[src/program.mem]
// one line per physical segment, 16 words each
// word = e000 + segment * 0100 + physical address
e000 e001 e002 e003 e004 e005 e006 e007 e008 e009 e00a e00b e00c e00d e00e e00f
e110 e111 e112 e113 e114 e115 e116 e117 e118 e119 e11a e11b e11c e11d e11e e11f
e220 e221 e222 e223 e224 e225 e226 e227 e228 e229 e22a e22b e22c e22d e22e e22f
e330 e331 e332 e333 e334 e335 e336 e337 e338 e339 e33a e33b e33c e33d e33e e33f
e440 e441 e442 e443 e444 e445 e446 e447 e448 e449 e44a e44b e44c e44d e44e e44f
e550 e551 e552 e553 e554 e555 e556 e557 e558 e559 e55a e55b e55c e55d e55e e55f

[src/fetch_pkg.sv]
package fetch_pkg;

  // widths that carry a meaning
  typedef logic [15:0] word_t;   // memory / instruction word
  typedef logic [5:0]  laddr_t;  // logical address, page + offset
  typedef logic [6:0]  paddr_t;  // physical address, segment + offset
  typedef logic [2:0]  seg_t;    // physical segment index
  typedef logic [1:0]  lpage_t;  // logical page number
  typedef logic [7:0]  char_t;   // trace character for the uart

  localparam int PAGE_WORDS = 16;  // words per page and per segment
  localparam int NUM_SEGS   = 6;   // physical segments in program memory

  localparam seg_t START_SEG = 3'd0;  // first segment of the process, holds page 0

  // chain of segments, walked from START_SEG
  // segment 1 closes the chain, 3 and 4 are spare and point at themselves
  localparam seg_t CHAIN_NEXT [NUM_SEGS] = '{
    3'd5,  // 0 -> 5
    3'd1,  // 1 end of chain
    3'd1,  // 2 -> 1
    3'd3,  // spare
    3'd4,  // spare
    3'd2   // 5 -> 2
  };

  // logical page tag held by each segment
  localparam lpage_t CHAIN_PAGE [NUM_SEGS] = '{
    2'd0,
    2'd1,
    2'd2,
    2'd0,  // spare, never reached
    2'd0,  // spare, never reached
    2'd3
  };

  // trace characters
  localparam char_t CH_START  = "S";  // after reset
  localparam char_t CH_FIRST  = "a";  // first word of a pair fetched
  localparam char_t CH_SECOND = "b";  // second word fetched

  // packet handed to the consumer, 38 bits
  typedef struct packed {
    laddr_t pc;     // logical address of word1
    word_t  word1;
    word_t  word2;
  } fetch_pkt_t;

  // fetch controller FSM
  typedef enum logic [2:0] {
    ST_IDLE,       // push 'S', then start
    ST_TRANSLATE,  // waiting on the mmu
    ST_READ,       // read data back, push trace char
    ST_EMIT,       // pair complete, waiting for a credit
    ST_HALT        // end address passed
  } fetch_state_t;

endpackage
[src/fetch_top.sv]
`timescale 1ns/100ps

module fetch_top #(
  parameter int INIT_CREDITS = 2,
  parameter int CLKS_PER_BIT = 868,  // 100 MHz / 115200
  parameter int PROG_START   = 32,
  parameter int PROG_END     = 63
) (
  input  logic                  clk,
  input  logic                  rst_n,
  input  logic                  credit_return,
  output fetch_pkg::fetch_pkt_t pkt,
  output logic                  pkt_valid,
  output logic                  halted,
  output logic                  tx
);

  // controller <-> mmu
  logic              xlat_req;
  fetch_pkg::laddr_t xlat_addr;
  logic              xlat_done;
  fetch_pkg::paddr_t xlat_paddr;

  // controller <-> program memory
  logic              rd_en;
  fetch_pkg::paddr_t rd_addr;
  fetch_pkg::word_t  rd_data;

  // trace path, controller -> fifo -> uart
  logic              ch_push;
  fetch_pkg::char_t  ch_data;
  logic              ch_full;
  logic              ch_valid;
  fetch_pkg::char_t  ch_head;
  logic              ch_pop;

  fetch_ctrl #(
    .INIT_CREDITS (INIT_CREDITS),
    .PROG_START   (PROG_START),
    .PROG_END     (PROG_END)
  ) u_ctrl (
    .clk           (clk),
    .rst_n         (rst_n),
    .credit_return (credit_return),
    .pkt           (pkt),
    .pkt_valid     (pkt_valid),
    .halted        (halted),
    .xlat_req      (xlat_req),
    .xlat_addr     (xlat_addr),
    .xlat_done     (xlat_done),
    .xlat_paddr    (xlat_paddr),
    .rd_en         (rd_en),
    .rd_addr       (rd_addr),
    .rd_data       (rd_data),
    .ch_push       (ch_push),
    .ch_data       (ch_data),
    .ch_full       (ch_full)
  );

  mmu_walker #(
    .PAGE_WORDS (fetch_pkg::PAGE_WORDS)
  ) u_mmu (
    .clk        (clk),
    .rst_n      (rst_n),
    .xlat_req   (xlat_req),
    .xlat_addr  (xlat_addr),
    .xlat_done  (xlat_done),
    .xlat_paddr (xlat_paddr)
  );

  program_ram u_ram (
    .clk     (clk),
    .rd_en   (rd_en),
    .rd_addr (rd_addr),
    .rd_data (rd_data)
  );

  char_fifo #(
    .DEPTH (16)
  ) u_fifo (
    .clk      (clk),
    .rst_n    (rst_n),
    .ch_push  (ch_push),
    .ch_data  (ch_data),
    .ch_full  (ch_full),
    .ch_valid (ch_valid),
    .ch_head  (ch_head),
    .ch_pop   (ch_pop)
  );

  uart_tx #(
    .CLKS_PER_BIT (CLKS_PER_BIT)
  ) u_uart (
    .clk      (clk),
    .rst_n    (rst_n),
    .ch_valid (ch_valid),
    .ch_head  (ch_head),
    .ch_pop   (ch_pop),
    .tx       (tx)
  );

endmodule

[src/fetch_ctrl.sv]
`timescale 1ns/100ps

module fetch_ctrl #(
  parameter int INIT_CREDITS = 2,
  parameter int PROG_START   = 32,
  parameter int PROG_END     = 63
) (
  input  logic                  clk,
  input  logic                  rst_n,
  input  logic                  credit_return,  // one credit per high cycle
  output fetch_pkg::fetch_pkt_t pkt,
  output logic                  pkt_valid,
  output logic                  halted,
  output logic                  xlat_req,
  output fetch_pkg::laddr_t     xlat_addr,
  input  logic                  xlat_done,
  input  fetch_pkg::paddr_t     xlat_paddr,
  output logic                  rd_en,
  output fetch_pkg::paddr_t     rd_addr,
  input  fetch_pkg::word_t      rd_data,
  output logic                  ch_push,
  output fetch_pkg::char_t      ch_data,
  input  logic                  ch_full
);

  localparam int CW = $clog2(INIT_CREDITS + 1);  // credit counter width

  fetch_pkg::fetch_state_t state;
  fetch_pkg::laddr_t       pc;         // next word to fetch
  logic                    second;     // 1 while fetching word2 of the pair
  logic [CW-1:0]           credits;
  logic                    take_word;  // read data captured and trace char goes out
  logic                    send;       // packet leaves next cycle
  logic                    last_pair;

  assign xlat_addr = pc;  // held stable for the whole walk
  assign rd_en     = (state == fetch_pkg::ST_TRANSLATE) && xlat_done;
  assign rd_addr   = xlat_paddr;
  assign halted    = (state == fetch_pkg::ST_HALT);

  // in READ the ram output stays put, so a full fifo just stalls here
  assign take_word = (state == fetch_pkg::ST_READ) && !ch_full;

  // send straight from READ if a credit is there, else retry from EMIT
  assign send = (credits != '0) &&
                ((take_word && second) || (state == fetch_pkg::ST_EMIT && !pkt_valid));

  assign last_pair = (pkt.pc == fetch_pkg::laddr_t'(PROG_END - 1));

  always_ff @(posedge clk or negedge rst_n) begin
    if (!rst_n) begin
      state     <= fetch_pkg::ST_IDLE;
      pc        <= fetch_pkg::laddr_t'(PROG_START);
      second    <= 1'b0;
      credits   <= CW'(INIT_CREDITS);
      pkt_valid <= 1'b0;
      xlat_req  <= 1'b0;
      ch_push   <= 1'b0;
    end else begin
      xlat_req  <= 1'b0;  // single-cycle pulses
      ch_push   <= 1'b0;
      pkt_valid <= send;

      // return and send in one cycle cancel out
      case ({credit_return, send})
        2'b10:   credits <= credits + 1'b1;
        2'b01:   credits <= credits - 1'b1;
        default: ;
      endcase

      case (state)
        fetch_pkg::ST_IDLE: begin
          if (!ch_full) begin
            ch_push  <= 1'b1;  // 'S'
            xlat_req <= 1'b1;  // first word at PROG_START
            state    <= fetch_pkg::ST_TRANSLATE;
          end
        end
        fetch_pkg::ST_TRANSLATE: begin
          if (xlat_done) state <= fetch_pkg::ST_READ;  // rd_en fires this cycle
        end
        fetch_pkg::ST_READ: begin
          if (take_word) begin
            ch_push <= 1'b1;
            pc      <= pc + 1'b1;
            second  <= !second;
            if (second) begin
              state <= fetch_pkg::ST_EMIT;
            end else begin
              xlat_req <= 1'b1;  // pc already points at word2
              state    <= fetch_pkg::ST_TRANSLATE;
            end
          end
        end
        fetch_pkg::ST_EMIT: begin
          if (pkt_valid) begin  // packet is out this cycle
            if (last_pair) begin
              state <= fetch_pkg::ST_HALT;
            end else begin
              xlat_req <= 1'b1;
              state    <= fetch_pkg::ST_TRANSLATE;
            end
          end
        end
        default: ;  // halt is final
      endcase
    end
  end

  // packet payload and trace char
  always_ff @(posedge clk) begin
    if (state == fetch_pkg::ST_IDLE) begin
      ch_data <= fetch_pkg::CH_START;
    end else if (take_word) begin
      ch_data <= second ? fetch_pkg::CH_SECOND : fetch_pkg::CH_FIRST;
    end
    if (take_word && !second) begin
      pkt.pc    <= pc;
      pkt.word1 <= rd_data;
    end
    if (take_word && second) begin
      pkt.word2 <= rd_data;
    end
  end

  // consumer must not hand back more than it was given
  a_credit_bound: assert property (@(posedge clk) disable iff (!rst_n)
    credits <= INIT_CREDITS);

endmodule

[src/uart_tx.sv]
`timescale 1ns/100ps

module uart_tx #(
  parameter int CLKS_PER_BIT = 868
) (
  input  logic             clk,
  input  logic             rst_n,
  input  logic             ch_valid,
  input  fetch_pkg::char_t ch_head,
  output logic             ch_pop,
  output logic             tx
);

  localparam int CNT_W = $clog2(CLKS_PER_BIT + 1);

  // 8N1 frame, LSB first
  typedef enum logic [1:0] {
    TX_IDLE,
    TX_START,
    TX_DATA,
    TX_STOP
  } tx_state_t;

  tx_state_t        state;
  logic [CNT_W-1:0] cnt;      // cycles into the current bit
  logic [2:0]       bit_idx;
  fetch_pkg::char_t shift;
  logic             bit_end;

  assign ch_pop  = (state == TX_IDLE) && ch_valid;  // take head when free
  assign bit_end = (cnt == CNT_W'(CLKS_PER_BIT - 1));

  always_ff @(posedge clk or negedge rst_n) begin
    if (!rst_n) begin
      state   <= TX_IDLE;
      cnt     <= '0;
      bit_idx <= '0;
      tx      <= 1'b1;  // line idles high
    end else begin
      cnt <= bit_end ? '0 : cnt + 1'b1;
      case (state)
        TX_IDLE: begin
          cnt <= '0;
          if (ch_valid) begin
            tx    <= 1'b0;  // start bit
            state <= TX_START;
          end
        end
        TX_START: begin
          if (bit_end) begin
            tx      <= shift[0];
            bit_idx <= '0;
            state   <= TX_DATA;
          end
        end
        TX_DATA: begin
          if (bit_end) begin
            if (bit_idx == 3'd7) begin
              tx    <= 1'b1;  // stop bit
              state <= TX_STOP;
            end else begin
              tx      <= shift[1];
              bit_idx <= bit_idx + 1'b1;
            end
          end
        end
        default: begin
          if (bit_end) state <= TX_IDLE;
        end
      endcase
    end
  end

  // data shifter
  always_ff @(posedge clk) begin
    if (ch_pop) begin
      shift <= ch_head;
    end else if (state == TX_DATA && bit_end) begin
      shift <= shift >> 1;
    end
  end

endmodule

[src/char_fifo.sv]
`timescale 1ns/100ps

module char_fifo #(
  parameter int DEPTH = 16
) (
  input  logic             clk,
  input  logic             rst_n,
  input  logic             ch_push,
  input  fetch_pkg::char_t ch_data,
  output logic             ch_full,
  output logic             ch_valid,  // head is a real char
  output fetch_pkg::char_t ch_head,
  input  logic             ch_pop
);

  localparam int PW = $clog2(DEPTH);

  fetch_pkg::char_t mem [DEPTH];
  logic [PW-1:0]    wr_ptr;
  logic [PW-1:0]    rd_ptr;
  logic [PW:0]      count;  // 0..DEPTH

  assign ch_full  = (count == (PW + 1)'(DEPTH));
  assign ch_valid = (count != '0);
  assign ch_head  = mem[rd_ptr];  // fall-through head

  always_ff @(posedge clk) begin
    if (ch_push) begin
      mem[wr_ptr] <= ch_data;
    end
  end

  always_ff @(posedge clk or negedge rst_n) begin
    if (!rst_n) begin
      wr_ptr <= '0;
      rd_ptr <= '0;
      count  <= '0;
    end else begin
      if (ch_push) begin
        wr_ptr <= (wr_ptr == PW'(DEPTH - 1)) ? '0 : wr_ptr + 1'b1;
      end
      if (ch_pop) begin
        rd_ptr <= (rd_ptr == PW'(DEPTH - 1)) ? '0 : rd_ptr + 1'b1;
      end
      case ({ch_push, ch_pop})
        2'b10:   count <= count + 1'b1;
        2'b01:   count <= count - 1'b1;
        default: ;  // both or neither
      endcase
    end
  end

  // writer checks full, the uart checks valid
  a_no_overflow_underflow: assert property (@(posedge clk) disable iff (!rst_n)
    !(ch_push && ch_full) && !(ch_pop && !ch_valid));

endmodule

[src/program_ram.sv]
`timescale 1ns/100ps

module program_ram (
  input  logic              clk,
  input  logic              rd_en,
  input  fetch_pkg::paddr_t rd_addr,
  output fetch_pkg::word_t  rd_data
);

  localparam int WORDS = fetch_pkg::NUM_SEGS * fetch_pkg::PAGE_WORDS;  // 96

  // one row of program.mem per physical segment
  fetch_pkg::word_t mem [WORDS];

  initial begin
    $readmemh("/design/src/program.mem", mem);
  end

  // registered read, data one cycle after rd_en and held until the next read
  always_ff @(posedge clk) begin
    if (rd_en) begin
      rd_data <= mem[rd_addr];
    end
  end

endmodule

[src/mmu_walker.sv]
`timescale 1ns/100ps

module mmu_walker #(
  parameter int PAGE_WORDS = 16
) (
  input  logic              clk,
  input  logic              rst_n,
  input  logic              xlat_req,
  input  fetch_pkg::laddr_t xlat_addr,
  output logic              xlat_done,
  output fetch_pkg::paddr_t xlat_paddr
);

  localparam int OFF_W = $clog2(PAGE_WORDS);

  logic               walking;   // chain walk in progress
  fetch_pkg::seg_t    seg_cur;   // segment looked at this cycle
  fetch_pkg::lpage_t  page_q;    // page being searched
  logic [OFF_W-1:0]   off_q;
  fetch_pkg::lpage_t  req_page;
  logic [OFF_W-1:0]   req_off;

  // segment base plus offset
  function automatic fetch_pkg::paddr_t phys_addr(input fetch_pkg::seg_t seg,
                                                  input logic [OFF_W-1:0] off);
    phys_addr = fetch_pkg::paddr_t'(seg * PAGE_WORDS + off);
  endfunction

  assign req_page = fetch_pkg::lpage_t'(xlat_addr >> OFF_W);
  assign req_off  = xlat_addr[OFF_W-1:0];

  always_ff @(posedge clk or negedge rst_n) begin
    if (!rst_n) begin
      walking   <= 1'b0;
      seg_cur   <= fetch_pkg::START_SEG;
      xlat_done <= 1'b0;
    end else begin
      xlat_done <= 1'b0;
      if (walking) begin
        if (fetch_pkg::CHAIN_PAGE[seg_cur] == page_q) begin
          xlat_done <= 1'b1;  // tag hit
          walking   <= 1'b0;
        end else begin
          seg_cur <= fetch_pkg::CHAIN_NEXT[seg_cur];  // one hop
        end
      end else if (xlat_req) begin
        if (req_page == '0) begin
          xlat_done <= 1'b1;  // page 0 always sits in the start segment
        end else begin
          walking <= 1'b1;
          seg_cur <= fetch_pkg::CHAIN_NEXT[fetch_pkg::START_SEG];
        end
      end
    end
  end

  // request fields and the result
  always_ff @(posedge clk) begin
    if (!walking && xlat_req) begin
      page_q     <= req_page;
      off_q      <= req_off;
      xlat_paddr <= phys_addr(fetch_pkg::START_SEG, req_off);
    end else if (walking) begin
      xlat_paddr <= phys_addr(seg_cur, off_q);  // used only on the hit cycle
    end
  end

  // on the end segment the tag has to hit, or the walk would spin forever
  a_chain_resolves: assert property (@(posedge clk) disable iff (!rst_n)
    walking && (fetch_pkg::CHAIN_NEXT[seg_cur] == seg_cur) |=> xlat_done);

endmodule

[config.mk]
export PLATFORM = sky130hd
export DESIGN_NAME = fetch_top
export DESIGN_NICKNAME = d
export VERILOG_FILES = /design/src/fetch_pkg.sv /design/src/fetch_top.sv /design/src/fetch_ctrl.sv /design/src/uart_tx.sv /design/src/char_fifo.sv /design/src/program_ram.sv /design/src/mmu_walker.sv
export SDC_FILE = /design/constraint.sdc
export NUM_CORES = 1
export LEC_CHECK = 0
export ABC_AREA = 1
export BUFFER_PORTS_ARGS = -buffer_cell sky130_fd_sc_hd__buf_4
export CAP_MARGIN = 10
export CORE_MARGIN = 1.5
export CORE_UTILIZATION = 65
export DETAILED_ROUTE_END_ITERATION = 6
export PLACE_DENSITY = 0.83
export SYNTH_ARGS = -nofsm -noshare
export SYNTH_HDL_FRONTEND = slang
export SYNTH_SLANG_ARGS = --single-unit
export TNS_END_PERCENT = 1
[constraint.sdc]
create_clock -name clk -period 4 [get_ports clk]
set_input_delay 0.4 -clock clk [delete_from_list [all_inputs] [get_ports clk]]
set_output_delay 0.4 -clock clk [all_outputs]
set_load 0.005 [all_outputs]
==> Yosys cells after proc, flatten, opt, wreduce, memory -nomap -nowiden <==
Memories as Yosys holds them, arrays and structs flattened.
Index checks and enable logic that the tools add are counted.
{ "word_totals": {"register_bits": 121, "ram_bits": 128, "mem_bits_ro": 40, "inputBits": 3, "output_inout_bits": 41, "memories": 3} }
{ "classes": {"n_addsub": 9, "magnitude_cmp": 1, "eq_ne": 28, "n_mux": 57, "bitwise_logic": 1, "n_reduce_logical": 33} }
{ "mem_list": {"columns": ["name", "depth", "word_bits", "read_ports", "rd_clocked_by_memory_dff", "write_ports", "line", "source"], "rows": [
  ["u_fifo.mem", 16, 8, 1, 0, 1, "char_fifo.sv:18", "fetch_pkg::char_t mem [DEPTH];"],
  ["(name not given)", 8, 3, 1, 0, 0, "mmu_walker.sv:44", "seg_cur <= fetch_pkg::CHAIN_NEXT[seg_cur];"],
  ["(name not given)", 8, 2, 1, 0, 0, "mmu_walker.sv:40", "if (fetch_pkg::CHAIN_PAGE[seg_cur] == page_q) begin"]
]} }
{ "ops": {"columns": ["operator", "count"], "rows": [
  ["2-to-1 mux 3 bit", 14],
  ["2-to-1 mux 1 bit", 20],
  ["2-to-1 mux 10 bit", 2],
  ["2-to-1 mux 2 bit", 9],
  ["2-to-1 mux 8 bit", 2],
  ["!= test 2 x 1 -> 1 bit, second input constant", 8],
  ["nonzero test 2 bit", 7],
  ["one-hot mux 3 bit (4 select lines)", 1],
  ["adder 10 x 1 -> 10 bit, second input constant", 1],
  ["equality test 10 bit, second input constant", 1],
  ["one-hot mux 5 bit (2 select lines)", 1],
  ["AND reduction 5 bit", 2],
  ["logical AND 1 bit", 9],
  ["adder 4 x 1 -> 4 bit, second input constant", 2],
  ["equality test 4 bit, second input constant", 2],
  ["2-to-1 mux 4 bit", 2],
  ["AND reduction 4 bit", 2],
  ["adder 6 x 1 -> 6 bit, second input constant", 1],
  ["equality test 2 x 1 -> 1 bit, second input constant", 3],
  ["equality test 2 bit, second input constant", 3],
  ["equality test 3 x 2 -> 1 bit, second input constant", 2],
  ["equality test 3 bit, second input constant", 2],
  ["equality test 6 bit, second input constant", 1],
  ["!= test 2 bit, second input constant", 3],
  ["24 further kinds", 29]
]} }

==> Longest topological paths before layout <==
{ "depth": {"ltp_word": 8, "depth_mapped": 16, "mapped_depth_nobuf": 15} }

==> By module <==
A second synthesis with hierarchy kept.
{ "unflattened": {"hier_cells": 939, "hier_area_um2": 10385.0} }
{ "by_module_without_submodules": {"columns": ["mod", "n_inst", "cells_each", "area_each_um2"], "rows": [
  ["char_fifo", 1, 529, 6020.8],
  ["fetch_ctrl", 1, 165, 2192.1],
  ["uart_tx", 1, 147, 1273.7],
  ["mmu_walker", 1, 81, 774.5],
  ["program_ram", 1, 17, 123.9]
]} }

==> Worst setup path after synthesis <==
OpenSTA, ideal clock, no wires.
{ "synth_path": {"path_type": "flip-flop to flip-flop", "from": "reg u_uart.state[0]", "to": "reg u_fifo.count[4]", "setup_time_ps": 127, "t_arrival_ps": 1987, "required_ps": 3873, "setup_slack_ps": 1885, "stages_incl_launch_ff": 16, "path_buffers": 1, "period_less_slack_ps": 2115, "cell_sequence": "dfrtp_1 -> inv_1 -> ha_1 -> nand2_4 -> inv_4 -> buf_6 -> ha_1 -> xor2_1 -> ha_1 -> inv_1 -> nand2_1 -> nand3_1 -> nand3b_1 -> nand2_1 -> nand2_1 -> o21ai_0"} }
{ "synth_via": {"elab_chain_len": 4, "elab_cells_between_ends": 6, "classes_between": "eq/ne: 2; mux: 1; reduce/logical: 3"} }
{ "synth_lines": {"columns": ["item", "line", "source"], "rows": [
  ["start, declared", "uart_tx.sv:24", "tx_state_t state;"],
  ["start signal, assigned", "uart_tx.sv:35", "state <= TX_IDLE;"],
  ["start signal, assigned", "uart_tx.sv:46", "state <= TX_START;"],
  ["start signal, assigned", "uart_tx.sv:53", "state <= TX_DATA;"],
  ["zero test 2 bit *", "uart_tx.sv:30", "assign ch_pop = (state == TX_IDLE) && ch_valid;"],
  ["logical AND 1 bit *", "uart_tx.sv:30", null],
  ["equality test 2 x 1 -> 1 bit / equality test 2 bit (equally long branches)", "char_fifo.sv:45", "case ({ch_push, ch_pop})"],
  ["one-hot mux 5 bit (2 select lines) / nonzero test 2 bit (equally long branches)", null, null],
  ["end signal, assigned", "char_fifo.sv:46", "2'b10: count <= count + 1'b1;"],
  ["end signal, assigned", "char_fifo.sv:47", "2'b01: count <= count - 1'b1;"],
  ["end, declared", "char_fifo.sv:21", "logic [PW:0] count;"]
]} }
Every way passes the cells marked *; elsewhere a longest branch is shown, timed or not.
A chain may end at the register's enable or synchronous reset.

==> Final worst setup path <==
Same ends and word-level chain as after synthesis.

==> metrics.md <==
| Metric | Value |
|---|---|
| Antenna violations before repair | `0` |
| Ys flop type | `edfxtp_1` |
| Least-Margin Pin Slew | `981 ps` |
| Largest net degree at the start of global routing | `50` |
| Post-Synth Adder-Cell Area | `0.0322` |
| Post-CTS Resized | `0` |
| CTS sink count | `132` |
| Reg-to-reg startpoint | `u_uart.state[0]$_DFFE_PN0P_` |
| CTS root buffer | `clkbuf_8` |
| Fraction of registers with async set/reset | `0.371` |
| Switching share of power | `0.285` |
| Number of global-route vias before repair | `4582` |
| Peak VDD IR | `0.492 mV` |
| Combinational power share | `0.132` |
| Worst r2r path cells | `14` |
| Overall power | `roughly 4.0 mW` |
| Detailed-route vias per instance | `~5.5` |
| ANT nets after route | `0` |
| DR vias | `4655` |
| All-Layer GR Usage | `0.250` |
| Min Tclk post-route | `2480 ps` |
| Register area share after synthesis | `0.557` |
| Req. time, crit path | `4420 ps` |
| Synthesized area per cell | `9.58 um2` |
| Crit. End Element | `register` |
| First-pass GRT wire length | `21100 um` |
| PwrDens | `555 mW/mm2` |
| Final hold slack | `just under 300 ps` |
| DP HPWL | `8160 um` |
| WP data arrival | `2900 ps` |
| Io pins | `44` |
| Clock network fraction of total power | `0.389` |
| Most frequent cells in the layout | `nand2_1, edfxtp_1, inv_1` |
| Port bufs | `11` |
| Clock Skew | `7.74 ps` |
| Clock buffer depth | `2` |
| Startpoint of the worst hold path | `credit_return` |
| Multiplexer share of the synthesized area | `0` |
| Fin. Hold Viols | `0` |
| RSZ-0062 raised after global routing | `false` |
| Sw power | `1.15 mW` |
| Area delta synth->final | `9.60%` |
| Maxcap violations | `0` |
| P_int | `2.88 mW` |
| Largest family of logic cells by synthesized area | `simple AND/OR/NAND/NOR gates` |
| N_diodes | `0` |
| Cell area after synthesis | `0.00661 mm2` |
| #FFs+latches synth | `132` |
| Core ar. | `0.00982 mm2` |
| Final WL | `between 10000 and 15000 um` |
| Post-synth EDFFs | `79` |
| Final net count | `727` |
| DRC violations left | `0` |
| Highest clock rate | `between 400 and 500 MHz` |
| Clock Latency Late Sink | `540 ps` |
| Layout filler cell count | `approximately 660` |
| Worst R2R Setup Slack | `1520 ps` |
| Chip Height | `around 100 um` |
| Fin Setup TNS | `0 ps` |
| Crit Path Max Fanout | `20` |
| Area fraction in compound gates after synthesis | `0.0361` |
| Drt pass-1 iters | `6` |
| Share of layout cells above drive strength 1 | `0.118` |
| Post-Synth XOR/XNOR Area | `0.0212` |
| HP Class | `primary input to register` |
| Die W | `104 um` |
| Synth cell types | `45` |
| Simple-Gate Fraction of Synth Area | `0.248` |
| Reported leakage power | `3.19 nW` |
| Remaining global-route overflow | `0` |
| CTS buffer count | `17` |
| Final Max Tran Viols | `0` |
| Drt wl/cell | `14.7 um` |
| Setup repair bufs after CTS | `0` |
| Clock transition at path regs | `60 ps` |
| Setup Viol. Count Final | `0` |
| Crit path to | `u_fifo.count[4]$_DFFE_PN0P_` |
| Cell row count | `36` |
| Synthesis Warnings | `0` |
| Critical Path Source | `u_uart.state[0]$_DFFE_PN0P_` |
| Die area | `between 0.01 and 0.015 mm2` |
| Commonest non-fill, non-tap cell in the layout | `nand2_1` |
| Worst Setup Path Type | `register to register` |
| Number of DRC markers in iteration 0 | `between 400 and 500` |
| Sequential Power Share | `0.478` |
| Max transition margin | `0.339` |
| CP Launch Type | `register` |
| Period Utilization, post-route | `0.619` |
| GPL Wtd Cong | `0.871` |
| Cells after synthesis | `690` |
| CTS tree | `yes` |
| FF-to-FF End | `u_fifo.count[4]$_DFFE_PN0P_` |
| H-tree levels | `4` |
| Starting Density | `0.673` |
| Outcome | `complete, no violations` |
[cells by family (layout without fill, tap and decap cells)]
family,Yosys count,count (layout)
buf+inv,133,132
other cells,1,32
xor+xnor,16,16
compound gates,41,41
simple gates,350,350
flops,132,132
fa+ha+maj,17,17
[flip-flops by register name (all words and copies together) (netlist names), 5 cells and up]
name / count
u_fifo.mem: 64
u_uart.cnt: 10
u_uart.shift: 7
u_ctrl.pkt: 6
u_ctrl.xlat_addr: 6
u_fifo.count: 5
[metrics by stage]
step / utilization / cells / setup WS [ps] / cell area, um2
after global routing: 0.738 / 853 / 1340 / 7250
after CTS: 0.738 / 853 / 1550 / 7250
after global placement: 0.675 / 820 / 1800 / 6630
after floorplan: - / 721 / 1890 / 6730
after detailed placement: 0.675 / 820 / 1650 / 6630
final: 0.738 / 853 / 1520 / 7250
[routing by layer]
metal  global-route usage  wire, um  vias up
met3               0.0645       778       33
met1                0.297      5090     2215
li1                     -         -     2207
met4                0.141       294        0
met2                0.414      6350      200
met5                    0         0        -
[power by group through the flow]
stage / registers (mW) / clock network, mW / logic (mW)
after floorplan: 1.85 / 0 / 0.428
after detailed placement: 1.95 / 0 / 0.514
after CTS: 1.93 / 1.57 / 0.532
after global routing: 1.96 / 1.63 / 0.600
final: 1.93 / 1.57 / 0.533
after global placement: 1.94 / 0 / 0.477
[synthesized netlist by cell type (all sizes together), types with 2 or more instances]
master / instances / area (um2)
a21boi: 2 / 18.8
xor2: 7 / 61.3
dfxtp: 4 / 80.1
o21ai: 19 / 95.1
xnor2: 9 / 78.8
nand3b: 2 / 15.0
nor3: 6 / 35.0
inv: 86 / 335
dfstp: 3 / 78.8
nand2: 190 / 764
nand3: 78 / 445
buf: 44 / 345
nor2: 64 / 317
clkbuf: 2 / 7.51
a21oi: 17 / 104
nand4: 7 / 43.8
ha: 17 / 213
dfrtp: 46 / 1150
edfxtp: 79 / 2370
[what timing repair did]
item,in CTS,in global routing
hold buffers,1,0
endpoints found under the hold margin,46,0
setup endpoints to repair,0,0
[layout make-up]
cell class              instances  area [um2]  area share
repair buffers                 13         100      0.0138
well taps                     133         166      0.0230
flip-flops and latches        132        3680       0.508
multi-input cells             456        2350       0.325
inverters                      87         340      0.0470
clock inverters                14         186      0.0257
clock buffers                  18         418      0.0577
[worst max-delay path: stages (launching register included)]
cell and delay (ps):
dfrtp_1 400, inv_1 100, ha_1 270, nand2_4 90
inv_4 170, ha_1 320, xor2_1 240, ha_1 190
inv_1 50, nand2_1 130, nand3_1 120, nand3b_1 110
nand2_1 50, nand2_1 40, o21ai_0 70
[worst min-delay path by stage]
stage | end | slack (ps) | cells after the start
floorplan | u_ctrl.ch_push$_DFF_PN0_ | 100 | 0
global placement | u_fifo.rd_ptr[2]$_DFFE_PN0N_ | 450 | 1
detailed placement | u_uart.bit_idx[0]$_DFFE_PN0P_ | 470 | 1
CTS | u_ctrl.credits[0]$_DFFE_PN0P_ | 290 | 4
global route | u_ctrl.credits[0]$_DFFE_PN0P_ | 320 | 4
finish | u_ctrl.credits[0]$_DFFE_PN0P_ | 290 | 4
No activity file was read; power rests on OpenSTA's default activity.
